<file path="src/source/cmp_pkg.sv">
`default_nettype none

package cmp_pkg;

	// ****************************************
	// comparator path types
	// ****************************************

	// upper bound on table address bits
	localparam int HASH_ADDR_BITS_MAX = 16;

	// candidate and table entry, 32 bits of the hash
	typedef logic [31:0] hash_t;

	// candidate index within a packet, also the processed count
	typedef logic [31:0] word_num_t;

	// position in the hash table
	typedef logic [HASH_ADDR_BITS_MAX-1:0] hash_num_t;

endpackage

`default_nettype wire

</file>
<file path="src/source/pkt_comm_pkg.sv">
`default_nettype none

package pkt_comm_pkg;

	// ****************************************
	// packet format
	// ****************************************
	typedef logic [7:0] pkt_type_t;
	typedef logic [15:0] pkt_id_t;
	typedef logic [23:0] pkt_len_t;   // payload length in bytes
	typedef logic [31:0] checksum_t;
	typedef logic [15:0] out_word_t;  // output fifo width

	localparam pkt_type_t PKT_COMM_VERSION = 8'd2;

	// input packet types
	localparam pkt_type_t PKT_TYPE_WORD_LIST = 8'd1;
	localparam pkt_type_t PKT_TYPE_CMP_CONFIG = 8'd3;
	localparam int PKT_MAX_TYPE = 6;

	// output packet types
	localparam pkt_type_t OUTPKT_TYPE_CMP_RESULT = 8'hD4;
	localparam pkt_type_t OUTPKT_TYPE_PROCESSING_DONE = 8'hD2;

	// ****************************************
	// error bit positions
	// ****************************************
	localparam int ERR_INPKT_CHECKSUM = 0;   // pkt_comm_status 0x01
	localparam int ERR_INPKT_LEN = 1;        // 0x02
	localparam int ERR_INPKT_TYPE = 2;       // 0x04
	localparam int ERR_PKT_VERSION = 3;      // 0x08
	localparam int ERR_CMP_CONFIG = 7;       // 0x80
	localparam int ERR_CMP_UNCONFIGURED = 0; // app_status 0x01

endpackage

`default_nettype wire

</file>
<file path="src/source/cmp_config.sv">
`timescale 1ns/1ns
`default_nettype none

module cmp_config #(
	parameter int HASH_COUNT_MAX = 16
)(
	input wire PKT_COMM_CLK,
	input wire rst_n,
	input wire [7:0] din,
	input wire wr_en,                     // CMP_CONFIG payload byte
	input wire pkt_end,
	output logic tbl_wr_en,
	output cmp_pkg::hash_num_t tbl_addr,
	output cmp_pkg::hash_t tbl_din,
	output cmp_pkg::hash_num_t hash_count,
	output logic cmp_configured,
	output logic err
);
	import cmp_pkg::*;

	logic active;       // payload of this type seen since last pkt_end
	logic hdr_done;     // count word parsed
	logic [1:0] pos;    // byte within 4-byte word
	hash_num_t count;
	hash_num_t num;     // hashes received so far
	logic [23:0] asm_r;

	wire count_bad = (count == '0) | (count > HASH_COUNT_MAX);
	wire hash_last = wr_en & hdr_done & (pos == 2'd3);

	always_ff @(posedge PKT_COMM_CLK or negedge rst_n) begin
		if (!rst_n) begin
			active <= 1'b0;
			hdr_done <= 1'b0;
			pos <= 2'd0;
			count <= '0;
			num <= '0;
			tbl_wr_en <= 1'b0;
			hash_count <= '0;
			cmp_configured <= 1'b0;
			err <= 1'b0;
		end else begin
			tbl_wr_en <= 1'b0;
			if (wr_en) begin
				active <= 1'b1;
				pos <= pos + 1'b1;
				if (!hdr_done) begin
					if (pos == 2'd0)
						count[7:0] <= din;
					if (pos == 2'd1)
						count[15:8] <= din;
					if (pos == 2'd3) begin   // reserved bytes done
						hdr_done <= 1'b1;
						if (count_bad)
							err <= 1'b1;
					end
				end else if (pos == 2'd3) begin
					num <= num + 1'b1;
					if (num >= count)
						err <= 1'b1;          // more hashes than count
					else if (!count_bad)
						tbl_wr_en <= 1'b1;
				end
			end
			if (pkt_end & active) begin
				if (num != count)
					err <= 1'b1;              // payload too short
				else if (!err) begin
					hash_count <= count;      // new table takes effect
					cmp_configured <= 1'b1;
				end
				active <= 1'b0;
				hdr_done <= 1'b0;
				pos <= 2'd0;
				num <= '0;
			end
		end
	end

	always_ff @(posedge PKT_COMM_CLK) begin
		if (wr_en)
			asm_r <= {din, asm_r[23:8]};
		if (hash_last) begin
			tbl_addr <= num;
			tbl_din <= {din, asm_r};
		end
	end

endmodule

`default_nettype wire

</file>
<file path="src/source/comparator.sv">
`timescale 1ns/1ns
`default_nettype none

module comparator #(
	parameter int HASH_COUNT_MAX = 16
)(
	input wire PKT_COMM_CLK,
	input wire rst_n,
	input wire tbl_wr_en,
	input wire cmp_pkg::hash_num_t tbl_addr,
	input wire cmp_pkg::hash_t tbl_din,
	input wire cmp_pkg::hash_num_t hash_count,
	input wire cmp_pkg::hash_t cand,
	input wire cand_start,
	output logic res_valid,
	output logic res_found,
	output cmp_pkg::hash_num_t res_hash_num,
	input wire res_ack
);
	import cmp_pkg::*;

	localparam int AW = (HASH_COUNT_MAX > 1) ? $clog2(HASH_COUNT_MAX) : 1;

	hash_t tbl [HASH_COUNT_MAX];
	hash_t cand_r;
	hash_num_t pos;     // scan position, frozen on a hit
	logic busy;

	wire hash_t entry = tbl[pos[AW-1:0]];

	assign res_hash_num = pos;

	always_ff @(posedge PKT_COMM_CLK) begin
		if (tbl_wr_en)
			tbl[tbl_addr[AW-1:0]] <= tbl_din;
		if (cand_start)
			cand_r <= cand;
	end

	always_ff @(posedge PKT_COMM_CLK or negedge rst_n) begin
		if (!rst_n) begin
			busy <= 1'b0;
			pos <= '0;
			res_valid <= 1'b0;
			res_found <= 1'b0;
		end else begin
			// a miss lasts one cycle, a hit waits for outpkt
			if (res_valid & (~res_found | res_ack))
				res_valid <= 1'b0;
			if (cand_start) begin
				busy <= 1'b1;
				pos <= '0;
			end else if (busy) begin
				if (pos == hash_count) begin   // end of table
					busy <= 1'b0;
					res_valid <= 1'b1;
					res_found <= 1'b0;
				end else if (entry == cand_r) begin
					busy <= 1'b0;
					res_valid <= 1'b1;
					res_found <= 1'b1;
				end else
					pos <= pos + 1'b1;
			end
		end
	end

endmodule

`default_nettype wire

</file>
<file path="src/source/inpkt_header.sv">
`timescale 1ns/1ns
`default_nettype none

module inpkt_header #(
	parameter pkt_comm_pkg::pkt_type_t VERSION = pkt_comm_pkg::PKT_COMM_VERSION,
	parameter int PKT_MAX_LEN = 4096
)(
	input wire PKT_COMM_CLK,
	input wire rst_n,
	input wire [7:0] din,
	input wire rd_en,                         // byte taken this cycle
	output pkt_comm_pkg::pkt_type_t pkt_type,
	output pkt_comm_pkg::pkt_id_t pkt_id,
	output logic pkt_data,                    // current byte is payload
	output logic pkt_end,
	output logic err_pkt_version,
	output logic err_pkt_type,
	output logic err_pkt_len,
	output logic err_pkt_checksum
);
	import pkt_comm_pkg::*;

	typedef enum logic [1:0] {
		ST_HEADER,
		ST_HDR_CSUM,
		ST_PAYLOAD,
		ST_DATA_CSUM
	} state_t;

	state_t state;
	pkt_len_t cnt;        // byte within current phase
	pkt_len_t len;
	logic [23:0] asm_r;   // lower 3 bytes of the word in progress
	checksum_t sum;

	wire halted = err_pkt_version | err_pkt_type | err_pkt_len | err_pkt_checksum;
	wire take = rd_en & ~halted;
	wire checksum_t word_in = {din, asm_r};  // little-endian word with the last byte on top
	wire word_last = cnt[1:0] == 2'd3;
	wire pkt_len_t len_in = {din, len[15:0]};

	// only WORD_LIST and CMP_CONFIG are handled here
	wire bad_type = (din != PKT_TYPE_WORD_LIST) & (din != PKT_TYPE_CMP_CONFIG);
	wire bad_len = (len_in == '0) | (len_in[1:0] != 2'b00) | (len_in > PKT_MAX_LEN);

	assign pkt_data = (state == ST_PAYLOAD) & ~halted;

	always_ff @(posedge PKT_COMM_CLK or negedge rst_n) begin
		if (!rst_n) begin
			state <= ST_HEADER;
			cnt <= '0;
			sum <= '0;
			pkt_type <= '0;
			pkt_end <= 1'b0;
			err_pkt_version <= 1'b0;
			err_pkt_type <= 1'b0;
			err_pkt_len <= 1'b0;
			err_pkt_checksum <= 1'b0;
		end else begin
			pkt_end <= 1'b0;
			if (take) begin
				cnt <= cnt + 1'b1;
				case (state)
				ST_HEADER: begin
					if (word_last)
						sum <= sum + word_in;
					if (cnt[2:0] == 3'd0 && din != VERSION)
						err_pkt_version <= 1'b1;
					if (cnt[2:0] == 3'd1) begin
						pkt_type <= din;
						err_pkt_type <= bad_type;
					end
					if (cnt[2:0] == 3'd6)
						err_pkt_len <= bad_len;   // length complete here
					if (cnt[2:0] == 3'd7) begin
						cnt <= '0;
						state <= ST_HDR_CSUM;
					end
				end
				ST_HDR_CSUM: if (word_last) begin
					if (word_in != ~sum)
						err_pkt_checksum <= 1'b1;
					sum <= '0;
					cnt <= '0;
					state <= ST_PAYLOAD;
				end
				ST_PAYLOAD: begin
					if (word_last)
						sum <= sum + word_in;
					if (cnt == len - 1'b1) begin
						cnt <= '0;
						state <= ST_DATA_CSUM;
					end
				end
				default: if (word_last) begin   // payload checksum
					if (word_in != ~sum)
						err_pkt_checksum <= 1'b1;
					else
						pkt_end <= 1'b1;
					sum <= '0;
					cnt <= '0;
					state <= ST_HEADER;
				end
				endcase
			end
		end
	end

	// header fields and word assembly
	always_ff @(posedge PKT_COMM_CLK) begin
		if (take) begin
			asm_r <= {din, asm_r[23:8]};
			if (state == ST_HEADER) begin
				case (cnt[2:0])
				3'd2: pkt_id[7:0] <= din;
				3'd3: pkt_id[15:8] <= din;
				3'd4: len[7:0] <= din;
				3'd5: len[15:8] <= din;
				3'd6: len[23:16] <= din;
				default: ;
				endcase
			end
		end
	end

endmodule

`default_nettype wire

</file>
<file path="src/source/md5crypt_cmp.sv">
`timescale 1ns/1ns
`default_nettype none

module md5crypt_cmp #(
	parameter pkt_comm_pkg::pkt_type_t VERSION = pkt_comm_pkg::PKT_COMM_VERSION,
	parameter int PKT_MAX_LEN = 4096,
	parameter int HASH_COUNT_MAX = 16
)(
	input wire PKT_COMM_CLK,
	input wire rst_n,
	input wire [7:0] din,                   // from input fifo
	output logic rd_en,
	input wire empty,
	output pkt_comm_pkg::out_word_t dout,   // to output fifo
	output logic wr_en,
	input wire full,
	output logic [7:0] pkt_comm_status,
	output logic [7:0] app_status
);
	import pkt_comm_pkg::*;
	import cmp_pkg::*;

	pkt_type_t inpkt_type;
	pkt_id_t inpkt_id;
	logic inpkt_data;
	logic inpkt_end;
	logic err_pkt_version;
	logic err_pkt_type;
	logic err_pkt_len;
	logic err_pkt_checksum;
	logic err_cmp_config;
	logic err_unconfigured;
	logic tbl_wr_en;
	hash_num_t tbl_addr;
	hash_t tbl_din;
	hash_num_t hash_count;
	logic cmp_configured;
	hash_t cand;
	logic cand_start;
	word_num_t cand_num;
	logic res_valid;
	logic res_found;
	hash_num_t res_hash_num;
	logic res_ack;
	logic word_list_ready;
	logic done_req;
	word_num_t done_num;
	pkt_id_t done_pkt_id;
	logic done_ack;
	logic out_valid;

	// ****************************************
	// input side, byte dispatch
	// ****************************************
	wire inpkt_halt = err_pkt_version | err_pkt_type | err_pkt_len | err_pkt_checksum;
	wire is_cmp_config = inpkt_type == PKT_TYPE_CMP_CONFIG;
	wire is_word_list = inpkt_type == PKT_TYPE_WORD_LIST;

	// header/checksum bytes always go, payload only if its handler takes it
	assign rd_en = ~empty & ~inpkt_halt
		& (~inpkt_data | is_cmp_config | (is_word_list & word_list_ready));

	wire cmp_config_wr_en = rd_en & inpkt_data & is_cmp_config;
	wire word_list_wr_en = rd_en & inpkt_data & is_word_list;

	inpkt_header #(
		.VERSION(VERSION), .PKT_MAX_LEN(PKT_MAX_LEN)
	) inpkt_header (
		.PKT_COMM_CLK(PKT_COMM_CLK), .rst_n(rst_n),
		.din(din), .rd_en(rd_en),
		.pkt_type(inpkt_type), .pkt_id(inpkt_id),
		.pkt_data(inpkt_data), .pkt_end(inpkt_end),
		.err_pkt_version(err_pkt_version), .err_pkt_type(err_pkt_type),
		.err_pkt_len(err_pkt_len), .err_pkt_checksum(err_pkt_checksum)
	);

	cmp_config #( .HASH_COUNT_MAX(HASH_COUNT_MAX) ) cmp_config (
		.PKT_COMM_CLK(PKT_COMM_CLK), .rst_n(rst_n),
		.din(din), .wr_en(cmp_config_wr_en), .pkt_end(inpkt_end),
		.tbl_wr_en(tbl_wr_en), .tbl_addr(tbl_addr), .tbl_din(tbl_din),
		.hash_count(hash_count), .cmp_configured(cmp_configured),
		.err(err_cmp_config)
	);

	comparator #( .HASH_COUNT_MAX(HASH_COUNT_MAX) ) comparator (
		.PKT_COMM_CLK(PKT_COMM_CLK), .rst_n(rst_n),
		.tbl_wr_en(tbl_wr_en), .tbl_addr(tbl_addr), .tbl_din(tbl_din),
		.hash_count(hash_count),
		.cand(cand), .cand_start(cand_start),
		.res_valid(res_valid), .res_found(res_found),
		.res_hash_num(res_hash_num), .res_ack(res_ack)
	);

	word_list word_list (
		.PKT_COMM_CLK(PKT_COMM_CLK), .rst_n(rst_n),
		.din(din), .wr_en(word_list_wr_en), .pkt_end(inpkt_end),
		.pkt_id(inpkt_id), .ready(word_list_ready),
		.cmp_configured(cmp_configured),
		.cand(cand), .cand_start(cand_start), .cand_num(cand_num),
		.res_valid(res_valid),
		.done_req(done_req), .done_num(done_num), .done_pkt_id(done_pkt_id),
		.done_ack(done_ack), .err_unconfigured(err_unconfigured)
	);

	// ****************************************
	// output packets
	// ****************************************
	outpkt #( .VERSION(VERSION) ) outpkt (
		.PKT_COMM_CLK(PKT_COMM_CLK), .rst_n(rst_n),
		.res_valid(res_valid), .res_found(res_found),
		.res_hash_num(res_hash_num), .cand_num(cand_num),
		.done_pkt_id(done_pkt_id), .res_ack(res_ack),
		.done_req(done_req), .done_num(done_num), .done_ack(done_ack),
		.dout(dout), .dout_valid(out_valid), .full(full)
	);

	assign wr_en = out_valid & ~full;

	// status bytes, unused bits stay 0
	always_comb begin
		pkt_comm_status = 8'h00;
		pkt_comm_status[ERR_INPKT_CHECKSUM] = err_pkt_checksum;
		pkt_comm_status[ERR_INPKT_LEN] = err_pkt_len;
		pkt_comm_status[ERR_INPKT_TYPE] = err_pkt_type;
		pkt_comm_status[ERR_PKT_VERSION] = err_pkt_version;
		pkt_comm_status[ERR_CMP_CONFIG] = err_cmp_config;
		app_status = 8'h00;
		app_status[ERR_CMP_UNCONFIGURED] = err_unconfigured;
	end

endmodule

`default_nettype wire

</file>
<file path="src/source/outpkt.sv">
`timescale 1ns/1ns
`default_nettype none

module outpkt #(
	parameter pkt_comm_pkg::pkt_type_t VERSION = pkt_comm_pkg::PKT_COMM_VERSION
)(
	input wire PKT_COMM_CLK,
	input wire rst_n,
	input wire res_valid,
	input wire res_found,
	input wire cmp_pkg::hash_num_t res_hash_num,
	input wire cmp_pkg::word_num_t cand_num,
	input wire pkt_comm_pkg::pkt_id_t done_pkt_id,
	output logic res_ack,
	input wire done_req,
	input wire cmp_pkg::word_num_t done_num,
	output logic done_ack,
	output pkt_comm_pkg::out_word_t dout,
	output logic dout_valid,
	input wire full
);
	import pkt_comm_pkg::*;
	import cmp_pkg::*;

	localparam logic [31:0] PAYLOAD_LEN = 32'd8;   // bytes, both packet types

	logic busy;
	logic [3:0] cnt;      // word in packet, 0..11
	pkt_type_t type_r;
	pkt_id_t id_r;
	word_num_t val_r;     // candidate index or processed count
	hash_num_t hn_r;
	checksum_t sum;
	out_word_t lo;        // low half of the word pair

	wire take_res = res_valid & res_found;
	wire start = ~busy & (take_res | done_req);

	// result first when both are waiting
	assign res_ack = ~busy & take_res;
	assign done_ack = ~busy & done_req & ~take_res;
	assign dout_valid = busy;

	// ****************************************
	// word sequence
	// ****************************************
	always_comb begin
		case (cnt)
		4'd0: dout = {type_r, VERSION};
		4'd1: dout = id_r;
		4'd2: dout = PAYLOAD_LEN[15:0];
		4'd3: dout = PAYLOAD_LEN[31:16];
		4'd4, 4'd10: dout = ~sum[15:0];    // checksum, low word first
		4'd5, 4'd11: dout = ~sum[31:16];
		4'd6: dout = val_r[15:0];
		4'd7: dout = val_r[31:16];
		4'd8: dout = hn_r;
		default: dout = 16'h0000;
		endcase
	end

	always_ff @(posedge PKT_COMM_CLK or negedge rst_n) begin
		if (!rst_n) begin
			busy <= 1'b0;
			cnt <= 4'd0;
			sum <= '0;
		end else if (!busy) begin
			cnt <= 4'd0;
			sum <= '0;
			if (start)
				busy <= 1'b1;
		end else if (!full) begin
			cnt <= cnt + 1'b1;
			case (cnt)
			4'd5: sum <= '0;           // header done, restart for payload
			4'd11: busy <= 1'b0;
			default: if (cnt[0])
				sum <= sum + {dout, lo};
			endcase
		end
	end

	always_ff @(posedge PKT_COMM_CLK) begin
		if (busy & ~full & ~cnt[0])
			lo <= dout;
		if (start) begin
			id_r <= done_pkt_id;
			if (take_res) begin
				type_r <= OUTPKT_TYPE_CMP_RESULT;
				val_r <= cand_num;
				hn_r <= res_hash_num;
			end else begin
				type_r <= OUTPKT_TYPE_PROCESSING_DONE;
				val_r <= done_num;
				hn_r <= '0;
			end
		end
	end

endmodule

`default_nettype wire

</file>
<file path="src/source/word_list.sv">
`timescale 1ns/1ns
`default_nettype none

module word_list (
	input wire PKT_COMM_CLK,
	input wire rst_n,
	input wire [7:0] din,
	input wire wr_en,                          // WORD_LIST payload byte
	input wire pkt_end,
	input wire pkt_comm_pkg::pkt_id_t pkt_id,
	output logic ready,
	input wire cmp_configured,
	output cmp_pkg::hash_t cand,
	output logic cand_start,
	output cmp_pkg::word_num_t cand_num,
	input wire res_valid,
	output logic done_req,
	output cmp_pkg::word_num_t done_num,
	output pkt_comm_pkg::pkt_id_t done_pkt_id,
	input wire done_ack,
	output logic err_unconfigured
);
	import cmp_pkg::*;

	logic active;       // inside a WORD_LIST payload
	logic pending;      // lookup in flight
	logic got_res;      // res_valid seen, waiting for it to drop
	logic done_pend;
	logic [1:0] pos;
	logic [23:0] asm_r;
	word_num_t num;     // candidates in this packet so far

	wire cand_last = wr_en & (pos == 2'd3);

	// next list held off until the done packet is taken
	assign ready = ~pending & ~done_pend;
	assign done_req = done_pend & ~pending;   // last result goes first

	always_ff @(posedge PKT_COMM_CLK or negedge rst_n) begin
		if (!rst_n) begin
			active <= 1'b0;
			pending <= 1'b0;
			got_res <= 1'b0;
			done_pend <= 1'b0;
			pos <= 2'd0;
			num <= '0;
			cand_start <= 1'b0;
			err_unconfigured <= 1'b0;
		end else begin
			cand_start <= 1'b0;
			if (pending) begin
				if (res_valid)
					got_res <= 1'b1;
				else if (got_res) begin   // result dropped, outpkt has it
					pending <= 1'b0;
					got_res <= 1'b0;
				end
			end
			if (wr_en) begin
				active <= 1'b1;
				pos <= pos + 1'b1;
			end
			if (cand_last) begin
				num <= num + 1'b1;
				if (cmp_configured) begin
					cand_start <= 1'b1;
					pending <= 1'b1;
				end else
					err_unconfigured <= 1'b1;   // counted, not compared
			end
			if (done_ack)
				done_pend <= 1'b0;
			if (pkt_end & active) begin
				done_pend <= 1'b1;
				active <= 1'b0;
				pos <= 2'd0;
				num <= '0;
			end
		end
	end

	always_ff @(posedge PKT_COMM_CLK) begin
		if (wr_en)
			asm_r <= {din, asm_r[23:8]};
		if (wr_en & ~active)
			done_pkt_id <= pkt_id;   // first payload byte
		if (cand_last) begin
			cand <= {din, asm_r};
			cand_num <= num;
		end
		if (pkt_end & active)
			done_num <= num;
	end

endmodule

`default_nettype wire

</file>
<file path="config.mk">
export PLATFORM = sky130hd
export DESIGN_NAME = md5crypt_cmp
export DESIGN_NICKNAME = d
export VERILOG_FILES = /design/src/source/cmp_pkg.sv /design/src/source/pkt_comm_pkg.sv /design/src/source/cmp_config.sv /design/src/source/comparator.sv /design/src/source/inpkt_header.sv /design/src/source/md5crypt_cmp.sv /design/src/source/outpkt.sv /design/src/source/word_list.sv
export SDC_FILE = /design/constraint.sdc
export NUM_CORES = 1
export LEC_CHECK = 0
export BUFFER_PORTS_ARGS = -buffer_cell sky130_fd_sc_hd__buf_4
export CAP_MARGIN = 30
export CORE_MARGIN = 1.5
export CORE_UTILIZATION = 41
export DETAILED_ROUTE_END_ITERATION = 6
export GPL_TIMING_DRIVEN = 0
export SLEW_MARGIN = 20
export SYNTH_ARGS = -nofsm -noshare
export SYNTH_HDL_FRONTEND = slang
export SYNTH_HIERARCHICAL = 1
export SYNTH_SLANG_ARGS = --single-unit
export TNS_END_PERCENT = 20
</file>
<file path="constraint.sdc">
create_clock -name PKT_COMM_CLK -period 9.3 [get_ports PKT_COMM_CLK]
set_input_delay 1.86 -clock PKT_COMM_CLK [delete_from_list [all_inputs] [get_ports PKT_COMM_CLK]]
set_output_delay 1.86 -clock PKT_COMM_CLK [all_outputs]
set_load 0.02 [all_outputs]
</file>
==> metrics <==
clock skew=31.05 ps; clock root buffer=clkbuf_16; total global-route track usage=between 20% and 30%; DP Area=just over 50000 µm²; CP Class=flip-flop to primary output; Lkg Pwr=around 19 nW; setup TNS=0 ps; Starting DRT DRC Count=just over 3000; number of warnings issued by yosys=6; PwrDens=218.7 nW/µm²; CTS Hold Bufs=0; crit path DAT=approximately 3800 ps; Initial Utilization=between 40% and 50%; DR vias=27680; Worst-Margin Slew=989.7 ps; die height=about 340 µm; dpl hpwl=79750 µm; f_max=~180 MHz; Worst-Skew Late Latency=roughly 710 ps; most frequent cells in the layout=edfxtp_1, dfrtp_1, nor2_1, nand2_1, mux2i_1; CTS tree=yes; final hold violation count=0; GPL Wtd Cong=0.8616; FP Rows=124; Synth Instances=3118; Tightest Hold Check Type=flip-flop to flip-flop; grt ovf=0; post-CTS setup buffer count=0; Syn Area/Cell=about 15 µm²; Core ar.=114700 µm²; Final Max Slew Viols=0; layout net count=3453; Antenna Cells=0; number of global-route vias before repair=27330; Post-CTS Resized=0; H-tree Lvls=3; Die X=~340 µm; endpoint class of the critical path=primary output; MaxCap Viol Count=0; r2r startpoint=outpkt/cnt[0]; # DRC=0; Startpoint Class=flip-flop; Worst slew margin=between 30% and 40%; # IOs=46; CP startpoint=outpkt/cnt[0]; first-pass GRT wire length=around 180000 µm; # fillers=9760; total power=roughly 12 mW; peak supply drop=139.3 µV; initial antenna violation count=1; fraction of layout cells with a size suffix above 1=16.32%; Worst Path Required=between 7000 and 8000 ps; run status=finished, final reports clean; Clock Pin Slew Worst Setup and Hold Paths=approximately 60 ps; pin count of the biggest net entering global routing=between 80 and 90; Netlist Area Pre-Place=47490 µm²; final period utilization=60.58%; Hold Crit Start=word_list/done_pkt_id[5]; CP max FO=10; clock tree buffer depth=3; commonest non-fill, non-tap cell in the layout=edfxtp_1; Routed Antenna Nets=0; post-route cell area=54560 µm²; IO Port Bufs=35; DR pass1 iterations=5; FF-to-FF setup slack=4400 ps; die area=117900 µm²; Vias/cell=between 5 and 6; # setup viols final=0; min cycle time layout=~5600 ps; area delta synth->final=14.89%; routed wire length=118600 µm; Min Hold Slack=just over 400 ps; unrepaired setup endpoints after global routing=no; CTS sink count=between 1000 and 1500; DR WL/cell=23.97 µm; CTS buffer count=113
-- routing by layer --
layer  wire [µm]  global-route usage (%)  vias to the layer above
met2       54740                   31.65                      909
li1            -                       -                    12520
met4        2089                   4.580                        0
met1       54130                   29.99                    14100
met5           0                       0                        -
met3        7672                   2.857                      149
-- path summary, 6_finish.rpt --
check | end | cells after the start
setup / recovery | dout[7] | 8
hold / removal | outpkt/id_r[5] | 0
setup reg to reg | outpkt/sum[28] | 15
hold reg to reg | outpkt/id_r[5] | 0
max in group asynchronous | inpkt_header/cnt[23] | 2
min in group asynchronous | outpkt/sum[8] | 1
-- sequential cells by signal, summed over array words and instances, names as in the netlist, 24 cells and up --
name,cells
outpkt/val_r,32
cmp_config/asm_r,24
word_list/cand_num,32
inpkt_header/asm_r,24
inpkt_header/len,24
word_list/done_num,32
word_list/asm_r,24
cmp_config/tbl_din,32
inpkt_header/cnt,24
word_list/num,32
comparator/tbl,512
outpkt/sum,32
inpkt_header/sum,32
word_list/cand,32
comparator/cand_r,32
-- layout make-up --
| cell class | instances | area (µm²) | area share [%] |
|---|---|---|---|
| sequential | 1108 | 32160 | 58.95 |
| clock inverter | 57 | 620.6 | 1.137 |
| buffer | 128 | 689.4 | 1.264 |
| multi-input combinational | 1825 | 14580 | 26.72 |
| inverter | 66 | 250.2 | 0.4586 |
| tap | 1512 | 1892 | 3.467 |
| clock buffer | 157 | 3104 | 5.689 |
| timing repair buffer | 96 | 1266 | 2.321 |
-- critical path, cell delays in order, from the launching register on --
cell and delay (ps):
dfrtp_1 470, inv_1 100, ha_1 310, and2_1 200
clkbuf_1 270, a22o_1 310, a221oi_1 710, o221ai_1 430
buf_4 280
-- stage by stage --
step	std cells	setup WS (ps)	utilization [%]
after CTS	4949	3760	47.59
after global routing	4949	3518	47.59
final	4949	3666	47.59
after detailed placement	4735	3777	44.34
after global placement	4674	1852	43.33
after floorplan	3127	3758	-
-- where the power goes --
| part | switching, mW | internal, mW | leakage [nW] |
|---|---|---|---|
| clock network | 1.93 | 2.60 | 1.81 |
| registers | 0.120 | 5.48 | 10.8 |
| logic | 1.13 | 0.676 | 6.50 |
| total | 3.19 | 8.75 | 19.1 |
No activity file was read; power rests on OpenSTA's default activity.
